--- config.mk ---
export PLATFORM = sky130hd
export DESIGN_NAME = reg_file
export DESIGN_NICKNAME = d
export VERILOG_FILES = /design/src/common/rv_pkg.sv /design/src/decode/reg_file.sv
export SDC_FILE = /design/constraint.sdc
export NUM_CORES = 2
export LEC_CHECK = 0
export BUFFER_PORTS_ARGS = -buffer_cell sky130_fd_sc_hd__buf_2
export CORE_MARGIN = 1
export CORE_UTILIZATION = 48
export DETAILED_ROUTE_END_ITERATION = 16
export HOLD_SLACK_MARGIN = 0.05
export RECOVER_POWER = 100
export SLEW_MARGIN = 20
export SYNTH_ARGS = -nofsm -noshare
export SYNTH_HDL_FRONTEND = slang
export SYNTH_SLANG_ARGS = --single-unit
--- constraint.sdc ---
create_clock -name clk -period 3.21 [get_ports clk]
set_clock_uncertainty 0.1 [all_clocks]
set_input_delay 0.4815 -clock clk [delete_from_list [all_inputs] [get_ports clk]]
set_output_delay 0.4815 -clock clk [all_outputs]
set_load 0.05 [all_outputs]
--- src/common/rv_pkg.sv ---
// shared widths, opcode and alu enums, and inter-stage pipeline structs
`default_nettype none

package rv_pkg;

    typedef logic [31:0] xlen_t;     // data word
    typedef logic [31:0] addr_t;     // byte address
    typedef logic [31:0] inst_t;     // instruction word
    typedef logic [4:0]  reg_idx_t;  // architectural register index

    parameter int DMEM_WORDS_DEFAULT = 256;

    typedef enum logic [3:0] {
        ALU_ADD,
        ALU_SUB,
        ALU_AND,
        ALU_OR,
        ALU_XOR,
        ALU_SLT,
        ALU_SLL,
        ALU_SRL,
        ALU_PASS_B    // lui and jal link value
    } alu_op_e;

    // major opcodes of the supported RV32I subset
    typedef enum logic [6:0] {
        OPC_OP     = 7'b0110011,
        OPC_OP_IMM = 7'b0010011,
        OPC_LUI    = 7'b0110111,
        OPC_LOAD   = 7'b0000011,
        OPC_STORE  = 7'b0100011,
        OPC_BRANCH = 7'b1100011,
        OPC_JAL    = 7'b1101111,
        OPC_SYSTEM = 7'b1110011
    } opcode_e;

    typedef struct packed {
        logic  valid;
        addr_t pc;
        inst_t inst;
    } if_id_t;

    typedef struct packed {
        logic     valid;
        addr_t    pc;
        xlen_t    operand_a;
        xlen_t    operand_b;
        xlen_t    store_data;
        alu_op_e  alu_op;
        reg_idx_t rd;
        logic     reg_we;
        logic     mem_re;
        logic     mem_we;
        logic     halt;
    } id_ex_t;

    typedef struct packed {
        logic     valid;
        addr_t    pc;
        xlen_t    alu_result;   // also the memory address
        xlen_t    store_data;
        reg_idx_t rd;
        logic     reg_we;
        logic     mem_re;
        logic     mem_we;
        logic     halt;
    } ex_mem_t;

    // mem/wb register, doubles as the commit port
    typedef struct packed {
        logic     valid;
        addr_t    pc;
        reg_idx_t rd;
        logic     reg_we;
        xlen_t    wdata;
    } commit_t;

endpackage

`default_nettype wire
--- src/decode/reg_file.sv ---
// 32 x 32-bit register file, two read ports and a write-first commit port
`timescale 1ns/100ps
`default_nettype none

module reg_file (
    input  wire                    clk,
    input  wire                    reset_i,
    input  wire rv_pkg::reg_idx_t  rs1_i,
    input  wire rv_pkg::reg_idx_t  rs2_i,
    input  wire rv_pkg::commit_t   wr_i,
    output rv_pkg::xlen_t          rs1_data_o,
    output rv_pkg::xlen_t          rs2_data_o
);

    rv_pkg::xlen_t regs [1:31];   // x0 has no storage
    logic          wr_en;

    assign wr_en = wr_i.valid && wr_i.reg_we && wr_i.rd != 5'd0;

    always_ff @(posedge clk) begin
        if (reset_i) begin
            for (int i = 1; i < 32; i++)
                regs[i] <= '0;
        end else if (wr_en) begin
            regs[wr_i.rd] <= wr_i.wdata;
        end
    end

    // commit in the same cycle shows through
    assign rs1_data_o = (rs1_i == 5'd0) ? '0 :
                        (wr_en && wr_i.rd == rs1_i) ? wr_i.wdata : regs[rs1_i];
    assign rs2_data_o = (rs2_i == 5'd0) ? '0 :
                        (wr_en && wr_i.rd == rs2_i) ? wr_i.wdata : regs[rs2_i];

endmodule

`default_nettype wire

# Word-level counts from Yosys, hierarchy flattened
# Memories as Yosys holds them, arrays and structs flattened.
# Index checks and enable logic that the tools add are counted.
[word_totals]
elab_cells = 23
output_inout_bits = 64
ram_bits = 992
n_memories = 1
in_bits = 83
ff_bits = 0
[memory_table]
columns = ["memory", "depth", "width", "read_ports", "rd_clocked_by_memory_dff", "wr", "line_no", "rtl"]
rows = [
  ["regs", 31, 32, 2, 0, 31, "reg_file.sv:15", "rv_pkg::xlen_t regs [1:31];"],
]
[classes]
reduce_logical = 8
muxes = 12
n_eq_ne = 2
[op_table]
columns = ["cell", "count"]
rows = [
  ["$mux W32", 5],
  ["$reduce_or A32 Y1", 1],
  ["$eq A5 B5 Y1", 2],
  ["$logic_not A5 Y1", 2],
  ["$mux W1", 6],
  ["$mux W5", 1],
  ["$reduce_bool A5 Y1", 1],
  ["$logic_and A1 B1 Y1", 4],
]

# Logic depth before layout (Yosys ltp)
[depth]
word_depth = 7
mapped_depth = 10
mapped_depth_nobuf = 5

# Worst setup path after synthesis
# Ideal clock, no wire load.
[synth_timing]
kind = "input-to-output"
startpoint = "input wr_i[36] in the netlist's numbering"
endpoint = "output rs1_data_o[13]"
n_path_buf = 2
path_stages = 7
t_required_ns = 2.628
arrival_ns = 3.508
setup_slack_ns = -0.879
cell_sequence = "buf_4 -> or3_4 -> buf_6 -> o311a_4 -> nand2_2 -> nand2_1 -> o311ai_0"
[synth_via]
elab_chain_cells = 5
word_cells_on_any_way = 6
classes_between = "1 x eq/ne; 2 x mux; 3 x reduce/logical"
[synth_rtl]
columns = ["item", "line_no", "rtl"]
rows = [
  ["from (decl)", "reg_file.sv:10", "input wire rv_pkg::commit_t wr_i,"],
  ["$reduce_bool A5 Y1", "reg_file.sv:18", "assign wr_en = wr_i.valid && wr_i.reg_we && wr_i.rd != 5'd0;"],
  ["$logic_and A1 B1 Y1", "reg_file.sv:18", ""],
  ["$logic_and A1 B1 Y1 *", "reg_file.sv:31", "(wr_en && wr_i.rd == rs1_i) ? wr_i.wdata : regs[rs1_i];"],
  ["$mux W32 *", "reg_file.sv:31", ""],
  ["$mux W32 *", "reg_file.sv:30", "assign rs1_data_o = (rs1_i == 5'd0) ? '0 :"],
  ["to (decl)", "reg_file.sv:11", "output rv_pkg::xlen_t rs1_data_o,"],
]
# Every way passes the cells marked *; elsewhere a longest branch is shown, timed or not.

==> results.yml <==
floorplanning:
  die_width_um: 343
  coreArea_um2: 115000
  initial_core_util_pct: 48.6
  num_io_pins: 147
  die-area_um2: 118000
  placementRows: 124
  floorplan.die.height_um: 343
sta:
  final_max_slew_viol_count: 0
  rsz_0062_raised_after_global_routing: "yes"
  worstMarginPinSlew_ps: 1420
  layout_min_cycle_time_ps: 3240
  setup_violations: 2
  finalWorstSetupSlack_ps: -28.9
  slew-limit-headroom_pct: 5.12
  hold_viol_final: 0
  fmaxAchievable_ghz: 0.309
  final_cycle_utilization_of_the_critical_path_pct: 101
cts:
  cts-buffers-inserted: 116
  clk_path_buf_depth: 3
  cts.htree.levels: 3
  clockRootBuffer: "clkbuf_16"
  cts.sinks: 1024
  cts_tree: "built"
  cts.clk_slew.worst_paths_ps: 60
drt:
  routed_wire_length_per_instance_um: 36.4
  via_count: 40311
  ant_nets: 0
  detail_route.first_pass.iterations: 6
  drt_iter0_markers: 6862
  route.detailed.drc: 0
  route.final.wire_length_um: 217000
  routed_via_density: 6.74
outcome:
  run_status: "complete, but fails checks"
  failed_checks: "setup timing"
setup_path:
  crit_path_start_kind: "flip-flop"
  crit_path_end_kind: "output port"
  timing.critical_path.fanout_max: 2
  critPathKind: "flip-flop to output port"
  critPathRequiredTime_ps: 2630
  cp_data_arrival_time_ps: 2660
cells_and_area:
  drive_gt1_share_pct: 29.5
  finish.instance_area_um2: 67200
  synthToLayoutAreaGrowth_pct: 20.4
  largest-register: "regs"
  largest_register_ff_count: 1024
  num-nets-final: 4437
  layout_top_registers: "regs (1024)"
global_routing:
  most_heavily_used_metal_layer_in_global_routing: "met2"
  grt_usage_pct: 36.8
  grt_pass1_wl_um: 299000
  grtUsageMet3_pct: 7.44
  overflow: 0
  grt_use_met1_pct: 51.3
  groute.layer.met2.usage_pct: 55.6
  antenna_found_initial: 28
  grt_start_max_net_pins: 39
  via_count_of_the_first_global_routing_pass: 39294
worst_hold_path:
  hold_path_depth: 2
  hold_path_class: "input port to flip-flop"
yosys:
  synth_warnings: 0
  synth.ff_latch_count: 1024
  synthDistinctLibCells: 64
  postSynthAreaPerCell_um2: 13.9
  synth-main-ff-cell: "edfxtp_1"
  synth_sequential_area_ratio_pct: 55.1
  synth_cells: 4007
  async_flop_share_pct: 0
  synth_edf_count: 1024
  synthesis.area_um2: 55800
power_and_ir_drop:
  total_leakage_power_nw: 24.6
  finalPower_mw: 34.7
  power.ir.vdd_worst_mv: 0.453
  power.density_nw_per_um2: 516
place:
  dpl_cell_area_um2: 62300
  dpl.hpwl_um: 132000
  port_buffers: 114
  weighted_congestion_at_the_end_of_routability_driven_global_placement: 0.908
run:
  number_of_violations_of_the_max_capacitance_limit: 0
## critical path: stages, from the launching register on
cell       delay, ps
edfxtp_1         410
mux4_2           530
a2111oi_4        340
a21oi_2           60
a32o_2           390
buf_12           190
## kinds of logic (layout without fill, tap and decap cells)
family,after synthesis,count (layout),synth area share [%]
mux,764,764,20.6
simple gates,1261,1261,13.6
flops,1024,1024,55.1
xor+xnor,10,10,0.157
buf+inv,429,838,3.64
compound gates,518,518,6.86
other cells,1,53,0.00672
## repair_timing
item / in CTS / in global routing
resized for setup: 145 / 110
hold buffers: 3 / 0
gates cloned: 1 / 1
hold endpoints to repair: 3 / 0
setup endpoints to repair: 50 / 57
setup buffers: 12 / 7
pin swaps: 45 / 33
## worst paths after layout
kind	from	slack [ps]	to
worst max-delay path	regs[27][16]	-30	rs2_data_o[16]
worst min-delay path	wr_i[11]	90	regs[25][11]
## layout make-up
| type | count | area, um2 |
|---|---|---|
| Timing Repair Buffer | 622 | 6440 |
| Fill cell | 9047 | 47700 |
| Sequential cell | 1024 | 30700 |
| Multi-Input combinational cell | 2585 | 24300 |
| Clock buffer | 138 | 3050 |
| Antenna cell | 21 | 52.6 |
| Tap cell | 1512 | 1890 |
| Inverter | 5 | 22.5 |
| Clock inverter | 73 | 672 |
## per-layer routing
metal	part of all wire (%)	routed length [um]
met3	13	27200
met1	38	81800
met2	45	97400
met4	5.1	11000
met5	0.0037	8
## synthesized netlist by cell type, types with 6 or more instances
cell type	n	area [um2]
a2111oi_0	35	307
a21oi_1	52	260
a221o_1	12	120
a221oi_1	47	412
a22o_1	6	52.6
a22oi_1	32	240
a31oi_1	12	75.1
a32o_1	32	320
and2_1	964	6030
buf_1	10	37.5
buf_2	73	365
buf_4	24	180
buf_6	28	315
clkbuf_1	287	1080
edfxtp_1	1024	30700
mux2_2	26	293
mux2i_1	434	4340
mux4_2	304	6850
nand2_1	14	52.6
nand2b_1	6	37.5
nand3_1	9	45.0
nand3b_1	10	75.1
nand4_1	10	62.6
nor2_1	81	304
nor2b_1	38	238
nor3_1	68	340
nor3b_1	7	52.6
o211ai_1	9	67.6
o21ai_0	43	215
o21bai_1	31	233
o221ai_1	38	333
o22a_1	14	123
o22ai_1	123	769
or2_2	34	213
xnor2_1	6	52.6
## layout by cell type, fill, tap and decap left out, types with 11 or more instances in the layout
cell / Yosys / routed
edfxtp_1: 1024 / 1024
and2_1: 964 / 962
mux2i_1: 434 / 429
buf_4: 24 / 375
mux4_2: 304 / 304
buf_12: 1 / 133
o22ai_1: 123 / 123
clkbuf_16: 0 / 120
nor3_1: 68 / 63
nor2_1: 81 / 49
clkbuf_1: 287 / 48
o21ai_0: 43 / 37
a21oi_1: 52 / 35
o221ai_1: 38 / 34
or2_2: 34 / 34
nor2_4: 0 / 33
buf_2: 73 / 33
a22oi_1: 32 / 32
conb_1: 1 / 32
o21bai_1: 31 / 31
a221oi_1: 47 / 31
clkinv_1: 2 / 30
buf_6: 28 / 28
nor2b_1: 38 / 27
clkinv_2: 0 / 27
a32o_2: 0 / 26
mux2_2: 26 / 26
a2111oi_2: 0 / 22
diode_2: 0 / 21
a21oi_2: 0 / 17
a221oi_2: 0 / 15
nand2_1: 14 / 14
o22a_1: 14 / 14
a2111oi_4: 0 / 13
bufinv_16: 0 / 13
a221o_1: 12 / 11
## per-stage QoR
step / setup TNS, ps / std cells / hold WS (ps) / util [%] / worst slack (ps)
after floorplan: -428 / 4038 / 480 / - / -302
after global placement: -2300 / 5730 / 655 / 54.2 / -175
after detailed placement: -2010 / 5730 / 652 / 54.2 / -181
after CTS: -179 / 5954 / 70.3 / 58.0 / -65.1
after global routing: -421 / 5969 / 101 / 58.5 / -70.6
final: -34.4 / 5980 / 92.6 / 58.5 / -28.9
## power by group
| part | switching [mW] | internal (mW) |
|---|---|---|
| clock | 5.56 | 7.75 |
| combinational | 3.23 | 2.33 |
| sequential | 0.366 | 15.4 |
Power figures use the tool's default switching activity.
