### src/common/rv_pkg.sv
// shared widths, opcode and alu enums, and inter-stage pipeline structs
`default_nettype none

package rv_pkg;

    typedef logic [31:0] xlen_t;     // data word
    typedef logic [31:0] addr_t;     // byte address
    typedef logic [31:0] inst_t;     // instruction word
    typedef logic [4:0]  reg_idx_t;  // architectural register index

    parameter int DMEM_WORDS_DEFAULT = 256;

    typedef enum logic [3:0] {
        ALU_ADD,
        ALU_SUB,
        ALU_AND,
        ALU_OR,
        ALU_XOR,
        ALU_SLT,
        ALU_SLL,
        ALU_SRL,
        ALU_PASS_B    // lui and jal link value
    } alu_op_e;

    // major opcodes of the supported RV32I subset
    typedef enum logic [6:0] {
        OPC_OP     = 7'b0110011,
        OPC_OP_IMM = 7'b0010011,
        OPC_LUI    = 7'b0110111,
        OPC_LOAD   = 7'b0000011,
        OPC_STORE  = 7'b0100011,
        OPC_BRANCH = 7'b1100011,
        OPC_JAL    = 7'b1101111,
        OPC_SYSTEM = 7'b1110011
    } opcode_e;

    typedef struct packed {
        logic  valid;
        addr_t pc;
        inst_t inst;
    } if_id_t;

    typedef struct packed {
        logic     valid;
        addr_t    pc;
        xlen_t    operand_a;
        xlen_t    operand_b;
        xlen_t    store_data;
        alu_op_e  alu_op;
        reg_idx_t rd;
        logic     reg_we;
        logic     mem_re;
        logic     mem_we;
        logic     halt;
    } id_ex_t;

    typedef struct packed {
        logic     valid;
        addr_t    pc;
        xlen_t    alu_result;   // also the memory address
        xlen_t    store_data;
        reg_idx_t rd;
        logic     reg_we;
        logic     mem_re;
        logic     mem_we;
        logic     halt;
    } ex_mem_t;

    // mem/wb register, doubles as the commit port
    typedef struct packed {
        logic     valid;
        addr_t    pc;
        reg_idx_t rd;
        logic     reg_we;
        xlen_t    wdata;
    } commit_t;

endpackage

`default_nettype wire
### src/decode/decode_stage.sv
// instruction decode, forwarding, load-use detection, branch resolution and ID/EX register
`timescale 1ns/100ps
`default_nettype none

module decode_stage (
    input  wire                   clk,
    input  wire                   reset_i,
    input  wire rv_pkg::if_id_t   if_id_i,
    input  wire rv_pkg::id_ex_t   ex_i,
    input  wire rv_pkg::xlen_t    ex_result_i,    // live alu output of execute
    input  wire rv_pkg::ex_mem_t  mem_i,
    input  wire rv_pkg::xlen_t    mem_result_i,   // load data of the mem stage
    input  wire rv_pkg::xlen_t    rs1_data_i,
    input  wire rv_pkg::xlen_t    rs2_data_i,
    output rv_pkg::reg_idx_t      rs1_o,
    output rv_pkg::reg_idx_t      rs2_o,
    output logic                  stall_o,
    output logic                  redirect_o,
    output rv_pkg::addr_t         redirect_pc_o,
    output logic                  halt_o,
    output rv_pkg::id_ex_t        id_ex_o
);

    rv_pkg::opcode_e opcode;
    rv_pkg::xlen_t   imm_i, imm_s, imm_b, imm_u, imm_j;
    rv_pkg::xlen_t   rs1_val, rs2_val, mem_fwd_val;
    rv_pkg::alu_op_e funct_op;
    rv_pkg::id_ex_t  id_ex_d, id_ex_q;
    logic            uses_rs1, uses_rs2, is_ebreak, taken, halted_q;

    assign opcode = rv_pkg::opcode_e'(if_id_i.inst[6:0]);
    assign rs1_o  = if_id_i.inst[19:15];
    assign rs2_o  = if_id_i.inst[24:20];

    assign imm_i = {{20{if_id_i.inst[31]}}, if_id_i.inst[31:20]};
    assign imm_s = {{20{if_id_i.inst[31]}}, if_id_i.inst[31:25], if_id_i.inst[11:7]};
    assign imm_b = {{20{if_id_i.inst[31]}}, if_id_i.inst[7], if_id_i.inst[30:25],
                    if_id_i.inst[11:8], 1'b0};
    assign imm_u = {if_id_i.inst[31:12], 12'b0};
    assign imm_j = {{12{if_id_i.inst[31]}}, if_id_i.inst[19:12], if_id_i.inst[20],
                    if_id_i.inst[30:21], 1'b0};

    // youngest producer wins, register file covers commit
    function automatic rv_pkg::xlen_t fwd(input rv_pkg::reg_idx_t idx,
                                          input rv_pkg::xlen_t rf_data);
        if (idx != 5'd0 && ex_i.valid && ex_i.reg_we && !ex_i.mem_re && ex_i.rd == idx)
            return ex_result_i;
        if (idx != 5'd0 && mem_i.valid && mem_i.reg_we && mem_i.rd == idx)
            return mem_fwd_val;
        return rf_data;
    endfunction

    assign mem_fwd_val = mem_i.mem_re ? mem_result_i : mem_i.alu_result;

    always_comb begin
        rs1_val = fwd(rs1_o, rs1_data_i);
        rs2_val = fwd(rs2_o, rs2_data_i);
    end

    assign uses_rs1  = opcode inside {rv_pkg::OPC_OP, rv_pkg::OPC_OP_IMM, rv_pkg::OPC_LOAD,
                                      rv_pkg::OPC_STORE, rv_pkg::OPC_BRANCH};
    assign uses_rs2  = opcode inside {rv_pkg::OPC_OP, rv_pkg::OPC_STORE, rv_pkg::OPC_BRANCH};
    assign is_ebreak = if_id_i.valid && opcode == rv_pkg::OPC_SYSTEM;

    // load result not ready until the mem stage
    assign stall_o = if_id_i.valid && ex_i.valid && ex_i.mem_re && ex_i.rd != 5'd0 &&
                     ((uses_rs1 && rs1_o == ex_i.rd) || (uses_rs2 && rs2_o == ex_i.rd));

    assign taken         = if_id_i.inst[12] ? (rs1_val != rs2_val) : (rs1_val == rs2_val);
    assign redirect_o    = if_id_i.valid && !stall_o &&
                           (opcode == rv_pkg::OPC_JAL || (opcode == rv_pkg::OPC_BRANCH && taken));
    assign redirect_pc_o = if_id_i.pc + ((opcode == rv_pkg::OPC_JAL) ? imm_j : imm_b);
    assign halt_o        = halted_q || is_ebreak;

    always_comb begin
        case (if_id_i.inst[14:12])
            3'b000:  funct_op = (opcode == rv_pkg::OPC_OP && if_id_i.inst[30]) ?
                                rv_pkg::ALU_SUB : rv_pkg::ALU_ADD;
            3'b001:  funct_op = rv_pkg::ALU_SLL;
            3'b010:  funct_op = rv_pkg::ALU_SLT;
            3'b100:  funct_op = rv_pkg::ALU_XOR;
            3'b101:  funct_op = rv_pkg::ALU_SRL;
            3'b110:  funct_op = rv_pkg::ALU_OR;
            default: funct_op = rv_pkg::ALU_AND;
        endcase
    end

    always_comb begin
        id_ex_d            = '0;
        id_ex_d.valid      = if_id_i.valid && !stall_o;   // bubble on load-use
        id_ex_d.pc         = if_id_i.pc;
        id_ex_d.operand_a  = rs1_val;
        id_ex_d.operand_b  = rs2_val;
        id_ex_d.store_data = rs2_val;
        id_ex_d.alu_op     = rv_pkg::ALU_ADD;
        id_ex_d.rd         = if_id_i.inst[11:7];
        case (opcode)
            rv_pkg::OPC_OP: begin
                id_ex_d.alu_op = funct_op;
                id_ex_d.reg_we = 1'b1;
            end
            rv_pkg::OPC_OP_IMM: begin
                id_ex_d.alu_op    = funct_op;
                id_ex_d.operand_b = imm_i;
                id_ex_d.reg_we    = 1'b1;
            end
            rv_pkg::OPC_LUI: begin
                id_ex_d.alu_op    = rv_pkg::ALU_PASS_B;
                id_ex_d.operand_b = imm_u;
                id_ex_d.reg_we    = 1'b1;
            end
            rv_pkg::OPC_LOAD: begin
                id_ex_d.operand_b = imm_i;
                id_ex_d.reg_we    = 1'b1;
                id_ex_d.mem_re    = 1'b1;
            end
            rv_pkg::OPC_STORE: begin
                id_ex_d.operand_b = imm_s;
                id_ex_d.mem_we    = 1'b1;
            end
            rv_pkg::OPC_JAL: begin
                id_ex_d.alu_op    = rv_pkg::ALU_PASS_B;
                id_ex_d.operand_b = if_id_i.pc + 32'd4;   // link value
                id_ex_d.reg_we    = 1'b1;
            end
            rv_pkg::OPC_SYSTEM: id_ex_d.halt = 1'b1;
            default: ;   // branches write nothing
        endcase
        if (!id_ex_d.valid) begin
            id_ex_d.reg_we = 1'b0;
            id_ex_d.mem_re = 1'b0;
            id_ex_d.mem_we = 1'b0;
            id_ex_d.halt   = 1'b0;
        end
    end

    always_ff @(posedge clk) begin
        if (reset_i) begin
            id_ex_q  <= '0;
            halted_q <= 1'b0;
        end else begin
            id_ex_q <= id_ex_d;
            if (is_ebreak && !stall_o)
                halted_q <= 1'b1;   // sticky until reset
        end
    end

    assign id_ex_o = id_ex_q;

    // the fall-through fetch behind a taken transfer never reaches decode
    a_redirect_flushes: assert property (@(posedge clk) disable iff (reset_i)
        redirect_o |=> !if_id_i.valid);

    // fetch holds the stalled instruction for the retry
    a_stall_holds: assert property (@(posedge clk) disable iff (reset_i)
        stall_o |=> $stable(if_id_i));

endmodule

`default_nettype wire

### config.mk
export PLATFORM = sky130hd
export DESIGN_NAME = decode_stage
export DESIGN_NICKNAME = d
export VERILOG_FILES = /design/src/common/rv_pkg.sv /design/src/decode/decode_stage.sv
export SDC_FILE = /design/constraint.sdc
export NUM_CORES = 1
export LEC_CHECK = 0
export ABC_AREA = 1
export BUFFER_PORTS_ARGS = -buffer_cell sky130_fd_sc_hd__buf_4
export CAP_MARGIN = 20
export CORE_AREA = 4 4 246 248
export DETAILED_ROUTE_END_ITERATION = 7
export DIE_AREA = 0 0 250 252
export HOLD_SLACK_MARGIN = 0.02
export PLACE_DENSITY = 0.4
export SKIP_LAST_GASP = 1
export SYNTH_ARGS = -nofsm -noshare
export SYNTH_HDL_FRONTEND = slang
export SYNTH_SLANG_ARGS = --single-unit
export TNS_END_PERCENT = 30
### constraint.sdc
create_clock -name clk -period 10.57 [get_ports clk]
set_input_delay 1.5855 -clock clk [delete_from_list [all_inputs] [get_ports clk]]
set_output_delay 1.5855 -clock clk [all_outputs]
set_load 0.01 [all_outputs]
* Word level (Yosys, flattened, before mapping) *
Index checks and enable logic that the tools add are counted.

storage, ports and cells
  output and inout bits = 187
  logic and storage cells = 103
  register bits after elaboration = 143

operators by class
  add/subtract/negate cells = 2
  bitwise operators = 1
  mux-type cells = 25
  reductions and logical operators = 42
  equal/unequal tests = 21

operator list
  cell                                                 count
  2-to-1 mux 32 bit                                    9
  case mux 32 bit (4 select lines)                     1
  adder 32 x 3 -> 32 bit, second input constant        1
  adder 32 bit                                         1
  equality test 32 bit                                 1
  inequality test 32 bit                               1
  equality test 5 bit                                  6
  logical AND 1 bit                                    26
  equality test 7 x 6 -> 1 bit, second input constant  3
  equality test 7 bit, second input constant           3
  2-to-1 mux 20 bit                                    1
  nonzero test 5 bit                                   4
  case mux 3 bit (6 select lines)                      1
  2-to-1 mux 1 bit                                     12
  equality test 3 bit, second input constant           3
  case mux 4 bit (2 select lines)                      1
  OR reduction 2 bit                                   4
  equality test 7 x 2 -> 1 bit, second input constant  1
  equality test 7 x 5 -> 1 bit, second input constant  1
  OR reduction 5 bit                                   1
  equality test 3 x 1 -> 1 bit, second input constant  1
  equality test 3 x 2 -> 1 bit, second input constant  1
  logical NOT 3 bit                                    1
  logical OR 1 bit                                     3
  other kinds (3)                                      4

* Longest topological paths before layout *
  depth after elaboration = 14
  mapped depth = 23
  mapped depth without buffers = 22

* Worst setup path after synthesis *
OpenSTA, ideal clock, no wires.

  kind = input-to-output
  start = in if_id_i[5] in the netlist's numbering
  end = out redirect_pc_o[31]
  required time = 8.985 ns
  arrival = 4.687 ns
  slack = 4.298 ns
  path buffers = 1
  stages = 20
  cells stage by stage = inv_1 > nor2_1 > nand2_1 > nor4_4 > inv_1 > clkbuf_1 > o21ai_0 > inv_1 > fa_1 > o21ai_1 > a21oi_1 > o21ai_1 > a21boi_0 > o21ai_1 > a31oi_1 > o21ai_1 > nand2_1 > nand2_1 > nand2_1 > nand2_1

on the way
  word-level cells in the longest chain between the ends = 3

RTL lines
  element              RTL line            source
  start: declaration   decode_stage.sv:8   input wire rv_pkg::if_id_t if_id_i,
  equality test 7 bit  decode_stage.sv:72  assign redirect_pc_o = if_id_i.pc + ((opcode == rv_pkg::OPC_JAL) ? imm_j : imm_b);
  2-to-1 mux 20 bit    decode_stage.sv:72
  adder 32 bit         decode_stage.sv:72
  end: declaration     decode_stage.sv:19  output rv_pkg::addr_t redirect_pc_o,

Every way passes these cells.

* Final worst setup path *
  start = in if_id_i[5] in the netlist's numbering
  end = out redirect_pc_o[27]

Same word-level chain as after synthesis.

==> impl_metrics.csv <==
group,metric,value,unit
drt,detail-route-antenna-nets,0,
timing,worst_slew_pin_slew,0.936,ns
logic_synthesis,syn_inst,1774,
logic_synthesis,synth-edff-count,0,
clock_network,clock_sinks,143,
final_layout,n_fill_cell,6685,
final_layout,drive_above_1_share,24.6,%
critical_path,crit_arrival,6.61,ns
floorplan,fp.dieH,252,um
global_route,use_met2,30.3,%
global_route,antenna_found_initial,2,
timing,finalSetupViolations,0,
pwr,p_leak,8.09,nW
global_route,met3_usage,5.10,%
timing,slew_violations,0,
global_route,grt_pass1_vias,12500,
drt,num_vias,12900,
global_route,overflow,0,
clock_network,cts_resized,0,
floorplan,coreArea,58500,um^2
timing,hold_violations,0,
floorplan,die_x,250,um
final_layout,fin_area,15100,um^2
logic_synthesis,syn_area_per_cell,6.04,um^2
critical_path,rrSetupSlack,10.01,ns
final_layout,areaGrowthSynthToFinish,41.3,%
clock_network,clock-root-buffer,"clkbuf_16",
logic_synthesis,synth.cell_area,10700,um^2
outcome,status,"completed",
global_route,grt.busiest_layer,"met2",
clock_network,clk_latency,0.48,ns
critical_path,crit_required,8.98,ns
logic_synthesis,synthArstFlopShare,0,%
clock_network,clk_pin_slew,0.06,ns
timing,whs,0.455,ns
placed_design,pre_cts_slack,2.50,ns
critical_path,startpoint,"if_id_i[5]",
global_route,grt_use_met1,25.5,%
clock_network,cts_buffer_depth,2,
pwr,powerDensity,118,nW/um^2
worst_hold_path,hold_path.class,"flop to flop",
clock_network,hold_buffers,0,
critical_path,r2r_start,"halted_q",
critical_path,crit_path_end_kind,"output port",
logic_synthesis,yosys.area.top_type,"dfxtp_1",
logic_synthesis,synth_top_area_share,26.7,%
clock_network,htreeDepth,4,
floorplan,die_area,63000,um^2
timing,fin_crit,8.19,ns
timing,fin_ws,2.38,ns
logic_synthesis,syn_nets,2249,
floorplan,initial_utilization,18.3,%
placed_design,dp_hpwl,49.2,mm
critical_path,cp_max_fo,32,
placed_design,io_buffers,429,
drt,drt_pass1_iterations,5,
logic_synthesis,ys.flop_type,"dfxtp_1",
floorplan,num_rows,89,
flow_run,maxCapViolCount,0,
placed_design,globalplace.congestion,0.835,
logic_synthesis,synth_seq_cells,143,
timing,fmax,122,MHz
final_layout,layout_commonest_cell,"nand2_1",
drt,drtIter0Drc,886,
final_layout,layout_common_cells,"nand2_1 (564), buf_4 (441), inv_1 (218)",
clock_network,cts_tree,"done",
global_route,grt_max_degree,67,
logic_synthesis,synthTopCellsByArea,"dfxtp_1 (27%), nand2_1 (20%), nand3_1 (8.8%)",
drt,drc,0,
critical_path,critical_path_class,"input pin to output port",
final_layout,final_core_util,25.9,%
global_route,grt_pass1_wl,86.6,mm
final_layout,num-nets-final,2623,
drt,avgRoutedWirePerCell,20.9,um
timing,fin_crit_sh,77.5,%
timing,finClkSkew,0,ns
clock_network,numCtsBuffers,17,
timing,tns,0,ns
timing,rsz0062_at_grt,"false",
floorplan,io_pins,630,
drt,drt-total-wl,61.2,mm
final_layout,n_antenna_cell,0,
timing,slew-limit-headroom,37.5,%
global_route,grt_use_total,18.8,%
logic_synthesis,ys_types,50,
worst_hold_path,hp-start,"halted_q",
placed_design,placed_cell_area,14500,um^2
clock_network,post-cts-setup-buffers,0,
logic_synthesis,ys_warn_count,0,
drt,viasPerCell,4.40,
pwr,irDropWorstVdd,0.109,mV
critical_path,startpoint_type,"input pin",
logic_synthesis,ys_seq_area_share,26.7,%
-- metal layers --
metal	share of wire, %	vias to the layer above
li1	-	6402
met3	7.5	41
met1	46	5928
met5	0.033	-
met4	1.2	2
met2	45	535
-- power breakdown --
group / internal (mW) / switching (mW)
clock: 0.381 / 0.287
sequential: 0.570 / 0.0141
combinational: 0.217 / 0.315
total: 1.17 / 0.616
-- layout make-up --
type	count	area (um^2)	area share, %
clock buffer	22	494	3.27
clock inverter	10	124	0.818
multi-input combinational	1306	6480	42.8
sequential	143	2860	18.9
timing repair buffer	441	3310	21.9
inverter	239	897	5.93
tap	773	967	6.39
-- worst max-delay path, stage by stage --
cell and delay (ns):
buf_4 0.10, inv_1 0.07, nor2_1 0.19, nand2_1 0.15, nor4_4 0.15, buf_4 0.40
inv_1 0.50, o21ai_0 0.40, inv_1 0.10, fa_1 0.43, o21ai_1 0.23, a21oi_1 0.17
o21ai_1 0.34, a21boi_0 0.24, o21ai_1 0.36, a31oi_1 0.19, o21ai_1 0.34, xor2_1 0.44
buf_4 0.21
-- cells by family (layout without fill, tap and decap cells) --
group	after synthesis	after routing	share of synthesized area, %
AO/OA/AOI/OAI	208	208	11.6
XOR/XNOR	37	37	3.03
adder cells (fa/ha/maj)	32	32	3.81
buffers and inverters	325	712	12.8
flip-flops	143	143	26.7
multiplexers	31	31	2.90
AND/OR/NAND/NOR	998	998	39.1
-- stage by stage --
stage / power, mW / instances
6_report: 1.78 / 2934
5_1_grt: 1.89 / 2934
4_1_cts: 1.82 / 2934
3_5_place_dp: 1.14 / 2902
3_3_place_gp: 1.14 / 2902
2_1_floorplan: 0.838 / 1774
-- synth_stat cells, types with 13 or more instances --
| master | n |
|---|---|
| a21oi_1 | 71 |
| a221oi_1 | 14 |
| a31oi_1 | 13 |
| buf_2 | 31 |
| buf_4 | 20 |
| clkbuf_1 | 27 |
| dfxtp_1 | 143 |
| ha_1 | 31 |
| inv_1 | 218 |
| inv_2 | 15 |
| mux2i_1 | 31 |
| nand2_1 | 564 |
| nand3_1 | 189 |
| nand4_1 | 18 |
| nor2_1 | 179 |
| nor3_1 | 13 |
| o21ai_0 | 48 |
| o21ai_1 | 21 |
| xnor2_1 | 17 |
| xor2_1 | 20 |
-- final timing paths --
path / to / depth (start not counted)
max: redirect_pc_o[27] / 19
max reg2reg: halted_q / 2
min: halted_q / 2
min reg2reg: halted_q / 2
-- sequential cells by signal, summed over array words and instances, names as in the netlist --
register,flops
id_ex_o,142
halted_q,1
No activity file was read; power rests on OpenSTA's default activity.
