$ cat config.mk
export PLATFORM = sky130hd
export DESIGN_NAME = execute_stage
export DESIGN_NICKNAME = d
export VERILOG_FILES = /design/src/common/rv_pkg.sv /design/src/execute_stage.sv
export SDC_FILE = /design/constraint.sdc
export NUM_CORES = 1
export LEC_CHECK = 0
export ABC_AREA = 1
export BUFFER_PORTS_ARGS = -buffer_cell sky130_fd_sc_hd__clkbuf_2
export CELL_PAD_IN_SITES_DETAIL_PLACEMENT = 1
export CELL_PAD_IN_SITES_GLOBAL_PLACEMENT = 2
export CORE_MARGIN = 4
export CORE_UTILIZATION = 30
export CTS_BUF_LIST = sky130_fd_sc_hd__clkbuf_2
export CTS_CLUSTER_DIAMETER = 50
export DETAILED_ROUTE_END_ITERATION = 10
export HOLD_SLACK_MARGIN = 0.12
export PLACE_DENSITY_LB_ADDON = 0.1
export SLEW_MARGIN = 10
export SYNTH_ARGS = -nofsm -noshare
export SYNTH_HDL_FRONTEND = slang
export SYNTH_SLANG_ARGS = --single-unit
$ cat constraint.sdc
create_clock -name clk -period 7.3 [get_ports clk]
set_input_delay 1.46 -clock clk [delete_from_list [all_inputs] [get_ports clk]]
set_output_delay 1.46 -clock clk [all_outputs]
set_load 0.005 [all_outputs]
$ cat src/common/rv_pkg.sv
// shared widths, opcode and alu enums, and inter-stage pipeline structs
`default_nettype none

package rv_pkg;

    typedef logic [31:0] xlen_t;     // data word
    typedef logic [31:0] addr_t;     // byte address
    typedef logic [31:0] inst_t;     // instruction word
    typedef logic [4:0]  reg_idx_t;  // architectural register index

    parameter int DMEM_WORDS_DEFAULT = 256;

    typedef enum logic [3:0] {
        ALU_ADD,
        ALU_SUB,
        ALU_AND,
        ALU_OR,
        ALU_XOR,
        ALU_SLT,
        ALU_SLL,
        ALU_SRL,
        ALU_PASS_B    // lui and jal link value
    } alu_op_e;

    // major opcodes of the supported RV32I subset
    typedef enum logic [6:0] {
        OPC_OP     = 7'b0110011,
        OPC_OP_IMM = 7'b0010011,
        OPC_LUI    = 7'b0110111,
        OPC_LOAD   = 7'b0000011,
        OPC_STORE  = 7'b0100011,
        OPC_BRANCH = 7'b1100011,
        OPC_JAL    = 7'b1101111,
        OPC_SYSTEM = 7'b1110011
    } opcode_e;

    typedef struct packed {
        logic  valid;
        addr_t pc;
        inst_t inst;
    } if_id_t;

    typedef struct packed {
        logic     valid;
        addr_t    pc;
        xlen_t    operand_a;
        xlen_t    operand_b;
        xlen_t    store_data;
        alu_op_e  alu_op;
        reg_idx_t rd;
        logic     reg_we;
        logic     mem_re;
        logic     mem_we;
        logic     halt;
    } id_ex_t;

    typedef struct packed {
        logic     valid;
        addr_t    pc;
        xlen_t    alu_result;   // also the memory address
        xlen_t    store_data;
        reg_idx_t rd;
        logic     reg_we;
        logic     mem_re;
        logic     mem_we;
        logic     halt;
    } ex_mem_t;

    // mem/wb register, doubles as the commit port
    typedef struct packed {
        logic     valid;
        addr_t    pc;
        reg_idx_t rd;
        logic     reg_we;
        xlen_t    wdata;
    } commit_t;

endpackage

`default_nettype wire
$ cat src/execute_stage.sv
// ALU and the EX/MEM register
`timescale 1ns/100ps
`default_nettype none

module execute_stage (
    input  wire                   clk,
    input  wire                   reset_i,
    input  wire rv_pkg::id_ex_t   id_ex_i,
    output rv_pkg::xlen_t         alu_result_o,   // forwarded back to decode
    output rv_pkg::ex_mem_t       ex_mem_o
);

    rv_pkg::xlen_t   a, b;
    rv_pkg::ex_mem_t ex_mem_q;

    assign a = id_ex_i.operand_a;
    assign b = id_ex_i.operand_b;

    always_comb begin
        case (id_ex_i.alu_op)
            rv_pkg::ALU_ADD:  alu_result_o = a + b;
            rv_pkg::ALU_SUB:  alu_result_o = a - b;
            rv_pkg::ALU_AND:  alu_result_o = a & b;
            rv_pkg::ALU_OR:   alu_result_o = a | b;
            rv_pkg::ALU_XOR:  alu_result_o = a ^ b;
            rv_pkg::ALU_SLT:  alu_result_o = {31'b0, $signed(a) < $signed(b)};
            rv_pkg::ALU_SLL:  alu_result_o = a << b[4:0];   // low five bits only
            rv_pkg::ALU_SRL:  alu_result_o = a >> b[4:0];
            default:          alu_result_o = b;
        endcase
    end

    always_ff @(posedge clk) begin
        if (reset_i) begin
            ex_mem_q <= '0;
        end else begin
            ex_mem_q.valid      <= id_ex_i.valid;
            ex_mem_q.pc         <= id_ex_i.pc;
            ex_mem_q.alu_result <= alu_result_o;
            ex_mem_q.store_data <= id_ex_i.store_data;
            ex_mem_q.rd         <= id_ex_i.rd;
            ex_mem_q.reg_we     <= id_ex_i.reg_we;
            ex_mem_q.mem_re     <= id_ex_i.mem_re;
            ex_mem_q.mem_we     <= id_ex_i.mem_we;
            ex_mem_q.halt       <= id_ex_i.halt;
        end
    end

    assign ex_mem_o = ex_mem_q;

endmodule

`default_nettype wire

## After elaboration in Yosys (flattened, before gate mapping)

Cells that the tools add are included.
W data, S select, Z words.

| storage, ports and cells | value |
|---|---|
| register bits | 106 |
| input bits | 144 |
| logic and storage cells | 26 |

| cells by class | value |
|---|---|
| add/sub/neg operators | 2 |
| order comparisons | 1 |
| eq/ne operators | 7 |
| shift-type cells | 2 |
| muxes and demuxes | 1 |
| bitwise logic cells | 3 |
| reduce and logical (&&, ||, !) cells | 1 |

Operator list:

| kind | number |
|---|---|
| $pmux W32 S8 | 1 |
| $add A32 B32 Y32 | 1 |
| $and A32 B32 Y32 | 1 |
| $lt A32 B32 Y1 | 1 |
| $or A32 B32 Y32 | 1 |
| $shl A32 B5 Y32 | 1 |
| $shr A32 B5 Y32 | 1 |
| $sub A32 B32 Y32 | 1 |
| $xor A32 B32 Y32 | 1 |
| $eq A4 B3 Y1 const B | 4 |
| $eq A4 B2 Y1 const B | 2 |
| $eq A4 B1 Y1 const B | 1 |
| $logic_not A4 Y1 | 1 |

## Depth between registers and ports, before layout

Gate-level depths: netlist of run 1.

| logic depth | value |
|---|---|
| depth after elaboration | 2 |
| mapped depth | 19 |
| gate-level depth less buffers | 18 |

## Worst setup path after synthesis of run 1

OpenSTA, ideal clock, no wires.

| timing path | value |
|---|---|
| kind | input -> output |
| start point | input id_ex_i[48] (netlist bit) |
| end point | output alu_result_o[16] |
| arrival | 3376 ps |
| required time | 5840 ps |
| slack | 2464 ps |
| cell stages on the path | 17 |
| cells stage by stage | buf_2 > inv_2 > buf_2 > buf_2 > ha_1 > inv_1 > nand2_1 > and2_1 > nand2_1 > nand2_1 > a21oi_1 > nor2_1 > nor2_1 > nand2_1 > nand3_1 > nand2_1 > inv_1 |

| on the way | value |
|---|---|
| cells in the longest elaborated chain, start to end | 2 |

Ends and longest elaborated chain:

| item | line | text |
|---|---|---|
| from (decl) | execute_stage.sv:8 | `input wire rv_pkg::id_ex_t id_ex_i,` |
| $sub A32 B32 Y32 (tied with other cells) | execute_stage.sv:22 | `rv_pkg::ALU_SUB: alu_result_o = a - b;` |
| $pmux W32 S8 * | execute_stage.sv:20 | `case (id_ex_i.alu_op)` |
| to (decl) | execute_stage.sv:9 | `output rv_pkg::xlen_t alu_result_o,` |

Every way passes the cells marked *; elsewhere a longest branch is shown, timed or not.

## Final worst setup path of run 1

| timing path | value |
|---|---|
| start point | input id_ex_i[12] (netlist bit) |
| end point | output alu_result_o[18] |

| on the way | value |
|---|---|
| cells in the longest elaborated chain, start to end | 2 |

Ends and longest elaborated chain:

| item | line |
|---|---|
| $eq A4 B3 Y1 (tied with other cells) | execute_stage.sv:20 |
| $pmux W32 S8 * | execute_stage.sv:20 |

Marked as above.

==> results of run 1 <==
worst max-delay path by stage:
stage | start | to | slack (ps) | depth (start not counted)
3_5_place_dp | id_ex_i[12] | alu_result_o[18] | 1370 | 13
3_3_place_gp | id_ex_i[12] | alu_result_o[5] | 1360 | 13
5_1_grt | id_ex_i[12] | alu_result_o[18] | 1160 | 13
2_1_floorplan | id_ex_i[48] | alu_result_o[16] | 2460 | 17
6_report | id_ex_i[12] | alu_result_o[18] | 1300 | 13
4_1_cts | id_ex_i[12] | alu_result_o[18] | 1360 | 13
per-stage QoR:
step / power (mW) / worst slack (ps) / hold WS [ps] / instance area [um2] / cells
after floorplan: 1.19 / 2460 / 1570 / 13100 / 2425
after global placement: 1.55 / 1360 / 1650 / 14800 / 3200
after detailed placement: 1.56 / 1370 / 1660 / 14800 / 3200
after CTS: 1.94 / 1360 / 571 / 15000 / 3216
after global routing: 2.06 / 1160 / 638 / 15000 / 3218
final: 1.92 / 1300 / 661 / 15000 / 3218
cell type report:
cell class,count,area (um2)
clock buffer,9,45.0
tap,585,732
clock inverter,7,91.3
inverter,422,1590
antenna,2,5.00
multi-input combinational,1789,8840
fill,6157,28200
timing repair buffer,298,1540
sequential,106,2120
layout by cell type, fill, tap and decap left out, types with 3 or more instances in the layout:
cell                          n
sky130_fd_sc_hd__a211oi_1     9
sky130_fd_sc_hd__a21oi_1     55
sky130_fd_sc_hd__and2_1      17
sky130_fd_sc_hd__and3_1       5
sky130_fd_sc_hd__buf_4       18
sky130_fd_sc_hd__clkbuf_2   289
sky130_fd_sc_hd__clkinv_8     3
sky130_fd_sc_hd__dfxtp_1    106
sky130_fd_sc_hd__ha_1       106
sky130_fd_sc_hd__inv_1      409
sky130_fd_sc_hd__inv_2       10
sky130_fd_sc_hd__inv_6        4
sky130_fd_sc_hd__nand2_1    696
sky130_fd_sc_hd__nand2_2      7
sky130_fd_sc_hd__nand3_1    413
sky130_fd_sc_hd__nand4_1     23
sky130_fd_sc_hd__nor2_1     299
sky130_fd_sc_hd__nor2_2       6
sky130_fd_sc_hd__nor2_4       5
sky130_fd_sc_hd__nor3_1      23
sky130_fd_sc_hd__o2111ai_1    4
sky130_fd_sc_hd__o211ai_1    28
sky130_fd_sc_hd__o21ai_0     49
sky130_fd_sc_hd__o21ai_1      9
sky130_fd_sc_hd__o21bai_1     8
sky130_fd_sc_hd__o221ai_1     3
sky130_fd_sc_hd__or2_2        4
power by group through the flow:
| stage | Clock [mW] | Combinational (mW) | Sequential, mW |
|---|---|---|---|
| 2_1_floorplan | 0 | 0.547 | 0.641 |
| 3_3_place_gp | 0 | 0.916 | 0.635 |
| 3_5_place_dp | 0 | 0.925 | 0.637 |
| 4_1_cts | 0.377 | 0.930 | 0.628 |
| 5_1_grt | 0.392 | 1.03 | 0.632 |
| 6_report | 0.357 | 0.935 | 0.627 |
cells by family (layout without fill, tap and decap cells):
| logic type | Yosys count | count (layout) | synth area share [%] |
|---|---|---|---|
| AND/OR/NAND/NOR | 1505 | 1505 | 48.8 |
| buffers and inverters | 530 | 736 | 16.6 |
| AO/OA/AOI/OAI | 172 | 172 | 7.79 |
| adder cells (fa/ha/maj) | 108 | 108 | 10.4 |
| flip-flops | 106 | 106 | 16.1 |
| XOR/XNOR | 2 | 2 | 0.133 |
| multiplexers | 2 | 2 | 0.152 |
| other | 0 | 2 | 0 |
critical path, stage by stage:
cell	delay (ps)
sky130_fd_sc_hd__clkbuf_2	240
sky130_fd_sc_hd__inv_6	390
sky130_fd_sc_hd__nand2_4	90
sky130_fd_sc_hd__inv_2	90
sky130_fd_sc_hd__nand2_2	80
sky130_fd_sc_hd__nor2_2	890
sky130_fd_sc_hd__inv_2	310
sky130_fd_sc_hd__nor3_1	380
sky130_fd_sc_hd__nor2_1	120
sky130_fd_sc_hd__nand3_1	100
sky130_fd_sc_hd__nand2_1	150
sky130_fd_sc_hd__inv_1	90
sky130_fd_sc_hd__clkbuf_2	110
metal layers:
metal | vias up | GRT usage (%) | part of all wire [%] | wire (um)
li1 | 7967 | - | - | -
met1 | 7924 | 38.5 | 44 | 31700
met2 | 580 | 49.7 | 47 | 33500
met3 | 73 | 3.48 | 5.8 | 4130
met4 | 0 | 10.1 | 3.4 | 2420
met5 | - | 0 | 0 | 0
==> impl.org, run 1 <==
** Setup path
- Kind of capture point of the worst setup path :: output pin
- The critical path is of the in2out type.
- Nature of the critical path startpoint :: input pin
- Data arrival at the endpoint of the critical path :: 4540 ps
- Maximum net fanout on the critical path :: 37
- Worst Path Required :: 5840 ps

** Hold path
- Start point of the worst min-delay path :: id_ex_i[127]
- Along the worst hold path, the cell count comes to 3.
- The tightest min-delay check is of the in2reg type.
- The worst hold path terminates at ex_mem_o[91]$_SDFF_PP0_.

** GRT
- The number of global-route vias before repair was 16200.
- Entering global routing, the biggest net connects 74 pins.
- Initial antenna violation count :: 1
- Summed over all layers, the global routing overflow is 0.
- Global-route wire length before repair :: 104000 um
- Global routing usage summed across all routing layers :: 29.3%

** Detailed routing
- Total routed wirelength :: 71700 um
- Once detail routing completed, the nets flagged for antenna violations numbered 0.
- Across all layers, the routed design uses 16500 vias.
- After detailed routing, the average wire length per cell comes to 22.3 um.
- In the routed design, unresolved DRC markers number 0.
- The first detailed-routing pass ran for 5 iterations.
- Vias per cell :: 5.14
- Drt initial violations :: 1235

** Die
- In this run the count of I/O pins placed on the die edge is 282.
- Placeable Area :: 43200 um2
- In this run the horizontal extent of the chip is 217 um.
- Row generation in the floorplan step produced 76 rows.
- DIE AREA :: 47200 um2
- Starting density of the core :: 30.4%
- The die is 217 um tall.

** Timing
- Max-slew violation count :: 0
- In this run the tightest slew margin relative to its limit is 21.6%.
- Achievable clock frequency :: 0.167 GHz
- For the pin with the worst max-slew slack, the measured transition is 1170 ps.
- Time the worst path needs with I/O delays and setup :: 6000 ps
- Final hold viol count :: 0
- Final cycle utilization of the critical path :: 82.3%
- Setup violations remaining at the end of the flow were counted as 0.
- Setup repair after global routing missed its margin :: false
- Setup Total Neg Slack :: 0 ps

** Place
- Routability-driven placement finished with a final weighted congestion of 0.987.
- Count of buffers from port buffering :: 281
- Summed over all nets, the half-perimeter wirelength after detailed placement is 59400 um.

** Layout
- Growth of design area from synthesis to finish :: 13.8%
- Layout Utilization :: 34.7%
- Max reg flops :: 106
- At the end of the flow, the number of nets in the layout was 2878.
- Ratio of cells with drive above 1 in the final layout :: 13.3%

** Logic synthesis
- In this run, synthesis inferred 0 flip-flops with an integrated enable.
- For this run, the leading register cell type out of synthesis is sky130_fd_sc_hd__dfxtp_1.
- Post-synth cell types :: 48
- Sequential cell area fraction in the yosys report :: 16.1%
- After synthesis the cells add up to 13100 um2.
- Net count after synthesis :: 2677
- Post-synth ARST share :: 0%
- In this run the biggest area consumer among cell types represents 19.9% of the synthesized area.
- Largest area contributor in the netlist :: sky130_fd_sc_hd__nand2_1
- Synthesis handed over a netlist of 2425 instances.
- Most used standard cell by instance count after synthesis :: sky130_fd_sc_hd__nand2_1
- For this run, the number of Yosys warnings is 0.
- Cell types occupying the most area after synthesis :: sky130_fd_sc_hd__nand2_1 20%, sky130_fd_sc_hd__dfxtp_1 16%, sky130_fd_sc_hd__nand3_1 16%, sky130_fd_sc_hd__inv_1 12%, sky130_fd_sc_hd__ha_1 10%
- Averaged over all synthesized cells, the footprint is 5.42 um2.
- In this run, synthesis produced a sequential element count of 106.
- Top cells by instance count after synthesis :: 697 x sky130_fd_sc_hd__nand2_1, 413 x sky130_fd_sc_hd__nand3_1, 409 x sky130_fd_sc_hd__inv_1, 299 x sky130_fd_sc_hd__nor2_1

** Pwr
- Relative contribution of the clock network to total power :: 18.6%
- Of the total power, the share spent switching nets is 50.1%.
- The analysis attributes to net switching a power of 0.961 mW.
- Of the total power, registers draw 32.7%.
- Combinational fraction of design power :: 48.7%
- The worst-case IR drop observed on VDD is 70.8 uV.
- The analysis attributes to cell leakage a power of 8.71 nW.
- The internal portion of the total power is 0.957 mW.
- In this run the power density over the cells is 128 nW/um2.

** CTS
- After clock tree synthesis, the clock-pin slew on the worst setup and hold paths is 490 ps.
- TritonCTS built the clock tree.
- Num CTS Buffers :: 9
- The clock tree synthesis step divided the H-tree into 3 levels.
- The tree is rooted in a sky130_fd_sc_hd__clkbuf_2.
- Cts hold-fix bufs :: 0
- Post CTS Setup Buffer Count :: 0
- The clock drives 106 sinks.
- No sink is reached through more buffers than the 2 on the longest clock path.
- Gates resized during post-CTS repair numbered 0.

** Flow run
- Max-cap violations in this run came to 0.

** Status
- The run finished with clean final reports.
No activity file was read; power rests on OpenSTA's default activity.
==> inputs of run 2 (changes only) <==
--- a/config.mk
+++ b/config.mk
@@ -5,12 +5,12 @@
 export SDC_FILE = /design/constraint.sdc
 export NUM_CORES = 1
 export LEC_CHECK = 0
-export ABC_AREA = 1
+export ABC_AREA = 0
 export BUFFER_PORTS_ARGS = -buffer_cell sky130_fd_sc_hd__clkbuf_2
 export CELL_PAD_IN_SITES_DETAIL_PLACEMENT = 1
 export CELL_PAD_IN_SITES_GLOBAL_PLACEMENT = 2
 export CORE_MARGIN = 4
-export CORE_UTILIZATION = 30
+export CORE_UTILIZATION = 29
 export CTS_BUF_LIST = sky130_fd_sc_hd__clkbuf_2
 export CTS_CLUSTER_DIAMETER = 50
 export DETAILED_ROUTE_END_ITERATION = 10
==> constraint.sdc (replaced) <==
create_clock -name clk -period 4.9 [get_ports clk]
set_input_delay 0.98 -clock clk [delete_from_list [all_inputs] [get_ports clk]]
set_output_delay 0.98 -clock clk [all_outputs]
set_load 0.005 [all_outputs]
==> impl.org, run 2 <==
** Detailed routing
- The detailed router's first-iteration violation count came to 1078 (-13%).
- Post-route DRC violation count :: 0 (unchanged)
- Count of nets left with antenna violations after detail routing :: 0 (unchanged)
- Total routed wirelength :: 66300 um (-7.4%)
- Average wire length per cell after detail routing :: 26.7 um (+20%)
- Number of iterations in the first detailed-routing pass :: 8 (+3)
- Number of vias after detailed routing :: 14200 (-14%)
- Vias per cell :: 5.71 (+11%)

** Hold path
- Hold Path Sink :: ex_mem_o[87]$_SDFF_PP0_
- Start point of the worst min-delay path :: id_ex_i[123]
- Worst hold-check path type :: in2reg
- Worst hold stages :: 2 (-1)

** Logic synthesis
- Top cells by instance count after synthesis :: 162 x sky130_fd_sc_hd__nor2_1, 145 x sky130_fd_sc_hd__a21oi_1, 109 x sky130_fd_sc_hd__inv_1, 106 x sky130_fd_sc_hd__dfxtp_1, 106 x sky130_fd_sc_hd__ha_1
- Main synth FF type :: sky130_fd_sc_hd__dfxtp_1
- The count of flip-flops with a built-in enable after synthesis came to 0 (unchanged).
- Among all cell types in the netlist, the one instantiated most often is sky130_fd_sc_hd__nor2_1.
- Number of synthesized register bits :: 106 (unchanged)
- Netlist area before placement :: 12300 um2 (-6.6%)
- Cell types occupying the most area after synthesis :: sky130_fd_sc_hd__dfxtp_1 17%, sky130_fd_sc_hd__ha_1 11%, sky130_fd_sc_hd__mux4_2 9.4%, sky130_fd_sc_hd__a21oi_1 5.9%, sky130_fd_sc_hd__nor2_1 5.0%
- Post-synth cell types :: 94 (+96%)
- Area share of the leading cell type in the synthesized netlist :: 17.3% (-2.6 points)
- The total nets after synthesis was 1818 (-32%).
- The biggest area contributor in the post-synthesis netlist is sky130_fd_sc_hd__dfxtp_1.
- The share of synthesized flip-flops with an asynchronous set or reset was 0% (unchanged).
- Sequential cell area fraction in the yosys report :: 17.3% (+1.1 points)
- Synth Warn # :: 0 (unchanged)
- Number of standard cells after synthesis :: 1566 (-35%)
- Mean cell area of the mapped netlist :: 7.84 um2 (+45%)

** Die
- The total number of placement rows was 75 (-1.3%).
- The overall die width is 214 um (-1.7%).
- The floorplan die height was 214 um (-1.7%).
- The core outline area was 41900 um2 (-3.1%).
- Starting density of the core :: 29.3% (-1.1 points)
- DIE AREA :: 45700 um2 (-3.3%)
- The number of top-level pins is 282 (unchanged).

** Setup path
- Kind of capture point of the worst setup path :: output pin
- Broken down by cell family, the worst path's largest delay share belongs to compound AO/OA/AOI/OAI gates.
- Setup Crit Path Kind :: in2out
- Highest cell delay on the worst timing path :: 540 ps (-350 ps)
- The required time at the endpoint of the critical path was 3920 ps (-1920 ps).
- Data arrival at the endpoint of the critical path :: 3860 ps (-680 ps)
- Cell with the biggest individual delay on the critical path :: sky130_fd_sc_hd__o311ai_4
- The peak fanout along the critical path is 5 (-86%).
- The total buffers and inverters traversed by the critical path is 5 (-1).
- Walking the worst path, the cells encountered are clkbuf_2, inv_1, ha_1, inv_1, fa_2, nand2b_4, a221oi_2, o211a_1, o311ai_4, a211oi_2, or2_2, a211oi_2, buf_4, nand2_1, clkbuf_2.
- STA classifies the critical path startpoint as an input pin.

** GRT
- The maximum number of pins on one net before global-route repair is 74 (unchanged).
- The number of global-route vias before repair is 14100 (-13%).
- Aggregate global routing overflow :: 0 (unchanged)
- Initial antenna violation count :: 2 (+1)
- The global-route wire length before repair was 95300 um (-8.6%).
- The total global routing track utilization was 28.0% (-1.3 points).

** Timing
- The slew at the pin with the worst max-slew slack was 969 ps (-206 ps).
- Final hold viol count :: 0 (unchanged)
- Final setup violation count :: 0 (unchanged)
- The final number of max-transition violations was 0 (unchanged).
- Achievable clock frequency :: 0.207 GHz
- Time the worst path needs with I/O delays and setup :: 4840 ps
- The setup total negative slack came to 0 ps (unchanged).
- Worst slack on hold paths :: 455 ps (-206 ps)
- The worst-case headroom to the max-slew limit came to 35.1% (+14 points).
- The final critical path takes up 98.7% of the cycle.

** Place
- Placer congestion estimate :: 0.973 (-1.5%)
- The post-detailed-placement cell area came to 15300 um2 (+3.2%).
- Count of buffers from port buffering :: 281 (unchanged)
- The final HPWL from detailed placement came to 54300 um (-8.5%).

** Layout
- The share of layout cells above drive strength 1 came to 32.3% (+19 points).
- Max reg flops :: 106 (unchanged)
- Growth of design area from synthesis to finish :: 27.4%
- In the layout the commonest cells are 288 x sky130_fd_sc_hd__clkbuf_2, 190 x sky130_fd_sc_hd__buf_4, 162 x sky130_fd_sc_hd__nor2_1.
- The final core utilization came to 37.4% (+2.7 points).
- NumNets Final :: 2191 (-24%)
- The area of all placed cells without fillers is 15600 um2 (+4.5%).
- The library cell used most frequently in the layout, excluding fill and tap cells, is sky130_fd_sc_hd__clkbuf_2.

** CTS
- The cell sitting at the root of the clock tree is a sky130_fd_sc_hd__clkbuf_2.
- CTS tree :: done
- Num CTS Buffers :: 9 (unchanged)
- The register clock-pin slew on the reported worst setup and hold paths was 330 ps (-160 ps).
- The total number of clock tree sinks was 106 (unchanged).
- The quantity of hold-fixing buffers added after cts came to 0 (unchanged).
- The maximum buffer depth of the clock tree came to 2 (unchanged).
- The number of H-tree levels is 3 (unchanged).

** Pwr
- The overall power consumption came to 3.04 mW (+58%).
- The power density relative to cell area is 194 nW/um2 (+51%).
- Pleak :: 7.11 nW (-18%)
- The peak ir drop on the vdd network is 110 uV (+56%).

** Status
- The flow ran to the end, and the final reports show no timing, DRC or antenna violations.

** Flow run
- Max_cap viols :: 0 (unchanged)
-- run 2: cell types whose count changed after synthesis, moves of 29 or more --
cell	before	now
sky130_fd_sc_hd__o21ai_0	49	85
sky130_fd_sc_hd__mux2i_1	2	51
sky130_fd_sc_hd__a21oi_1	55	145
sky130_fd_sc_hd__nor2b_1	0	88
sky130_fd_sc_hd__inv_1	409	109
sky130_fd_sc_hd__nand2_1	697	90
sky130_fd_sc_hd__nor2_1	299	162
sky130_fd_sc_hd__clkbuf_1	24	53
sky130_fd_sc_hd__mux4_2	0	51
sky130_fd_sc_hd__nand3_1	413	22
-- run 2: per-layer routing --
metal	GRT usage, %	share of wire, %	vias to the layer above
met5	0	0	-
met4	4.86	1.5	0
met3	4.26	7.0	53
met2	44.2	44	513
met1	41.0	47	7145
li1	-	-	6468
-- run 2: what timing repair did --
action | 4_1_cts | 5_1_grt
setup endpoints to repair | 7 | 16
setup buffers | 1 | 3
gates resized for setup | 5 | 26
pin swaps | 3 | 7
-- run 2: how the worst max path moves through the flow --
| stage | cells past startpoint | startpoint | end |
|---|---|---|---|
| 6_report | 15 | id_ex_i[77] | alu_result_o[28] |
| 3_3_place_gp | 12 | id_ex_i[84] | alu_result_o[21] |
| 4_1_cts | 13 | id_ex_i[86] | alu_result_o[31] |
| 2_1_floorplan | 14 | id_ex_i[47] | alu_result_o[30] |
| 3_5_place_dp | 12 | id_ex_i[84] | alu_result_o[21] |
| 5_1_grt | 13 | id_ex_i[78] | alu_result_o[29] |
-- run 2: cell type report --
type / instances / area, um2
antenna: 1 / 2.50
clock buffer: 9 / 45.0
clock inverter: 7 / 110
fill: 5165 / 26200
inverter: 115 / 432
multi-input combinational: 1235 / 9370
sequential: 106 / 2120
tap: 539 / 674
timing repair buffer: 472 / 2880
-- run 2: where the power goes --
group | internal [mW] | switching, mW
logic | 0.625 | 0.954
registers | 0.920 | 0.0142
clock network | 0.180 | 0.343
-- run 2: stage by stage --
step	std cells	worst slack, ps
detailed placement	2463	-155
CTS	2480	3.80
global route	2484	-54.6
finish	2484	62.2
global placement	2463	-244
floorplan	1566	148
-- run 2: kinds of logic (layout without fill, tap and decap cells) --
group	Yosys count	count (layout)	share of synthesized area (%)
compound gates	479	479	26.3
xor+xnor	16	16	1.14
fa+ha+maj	108	108	11.1
buf+inv	225	603	7.88
flops	106	106	17.3
mux	116	116	15.3
other cells	0	1	0
simple gates	516	516	21.0
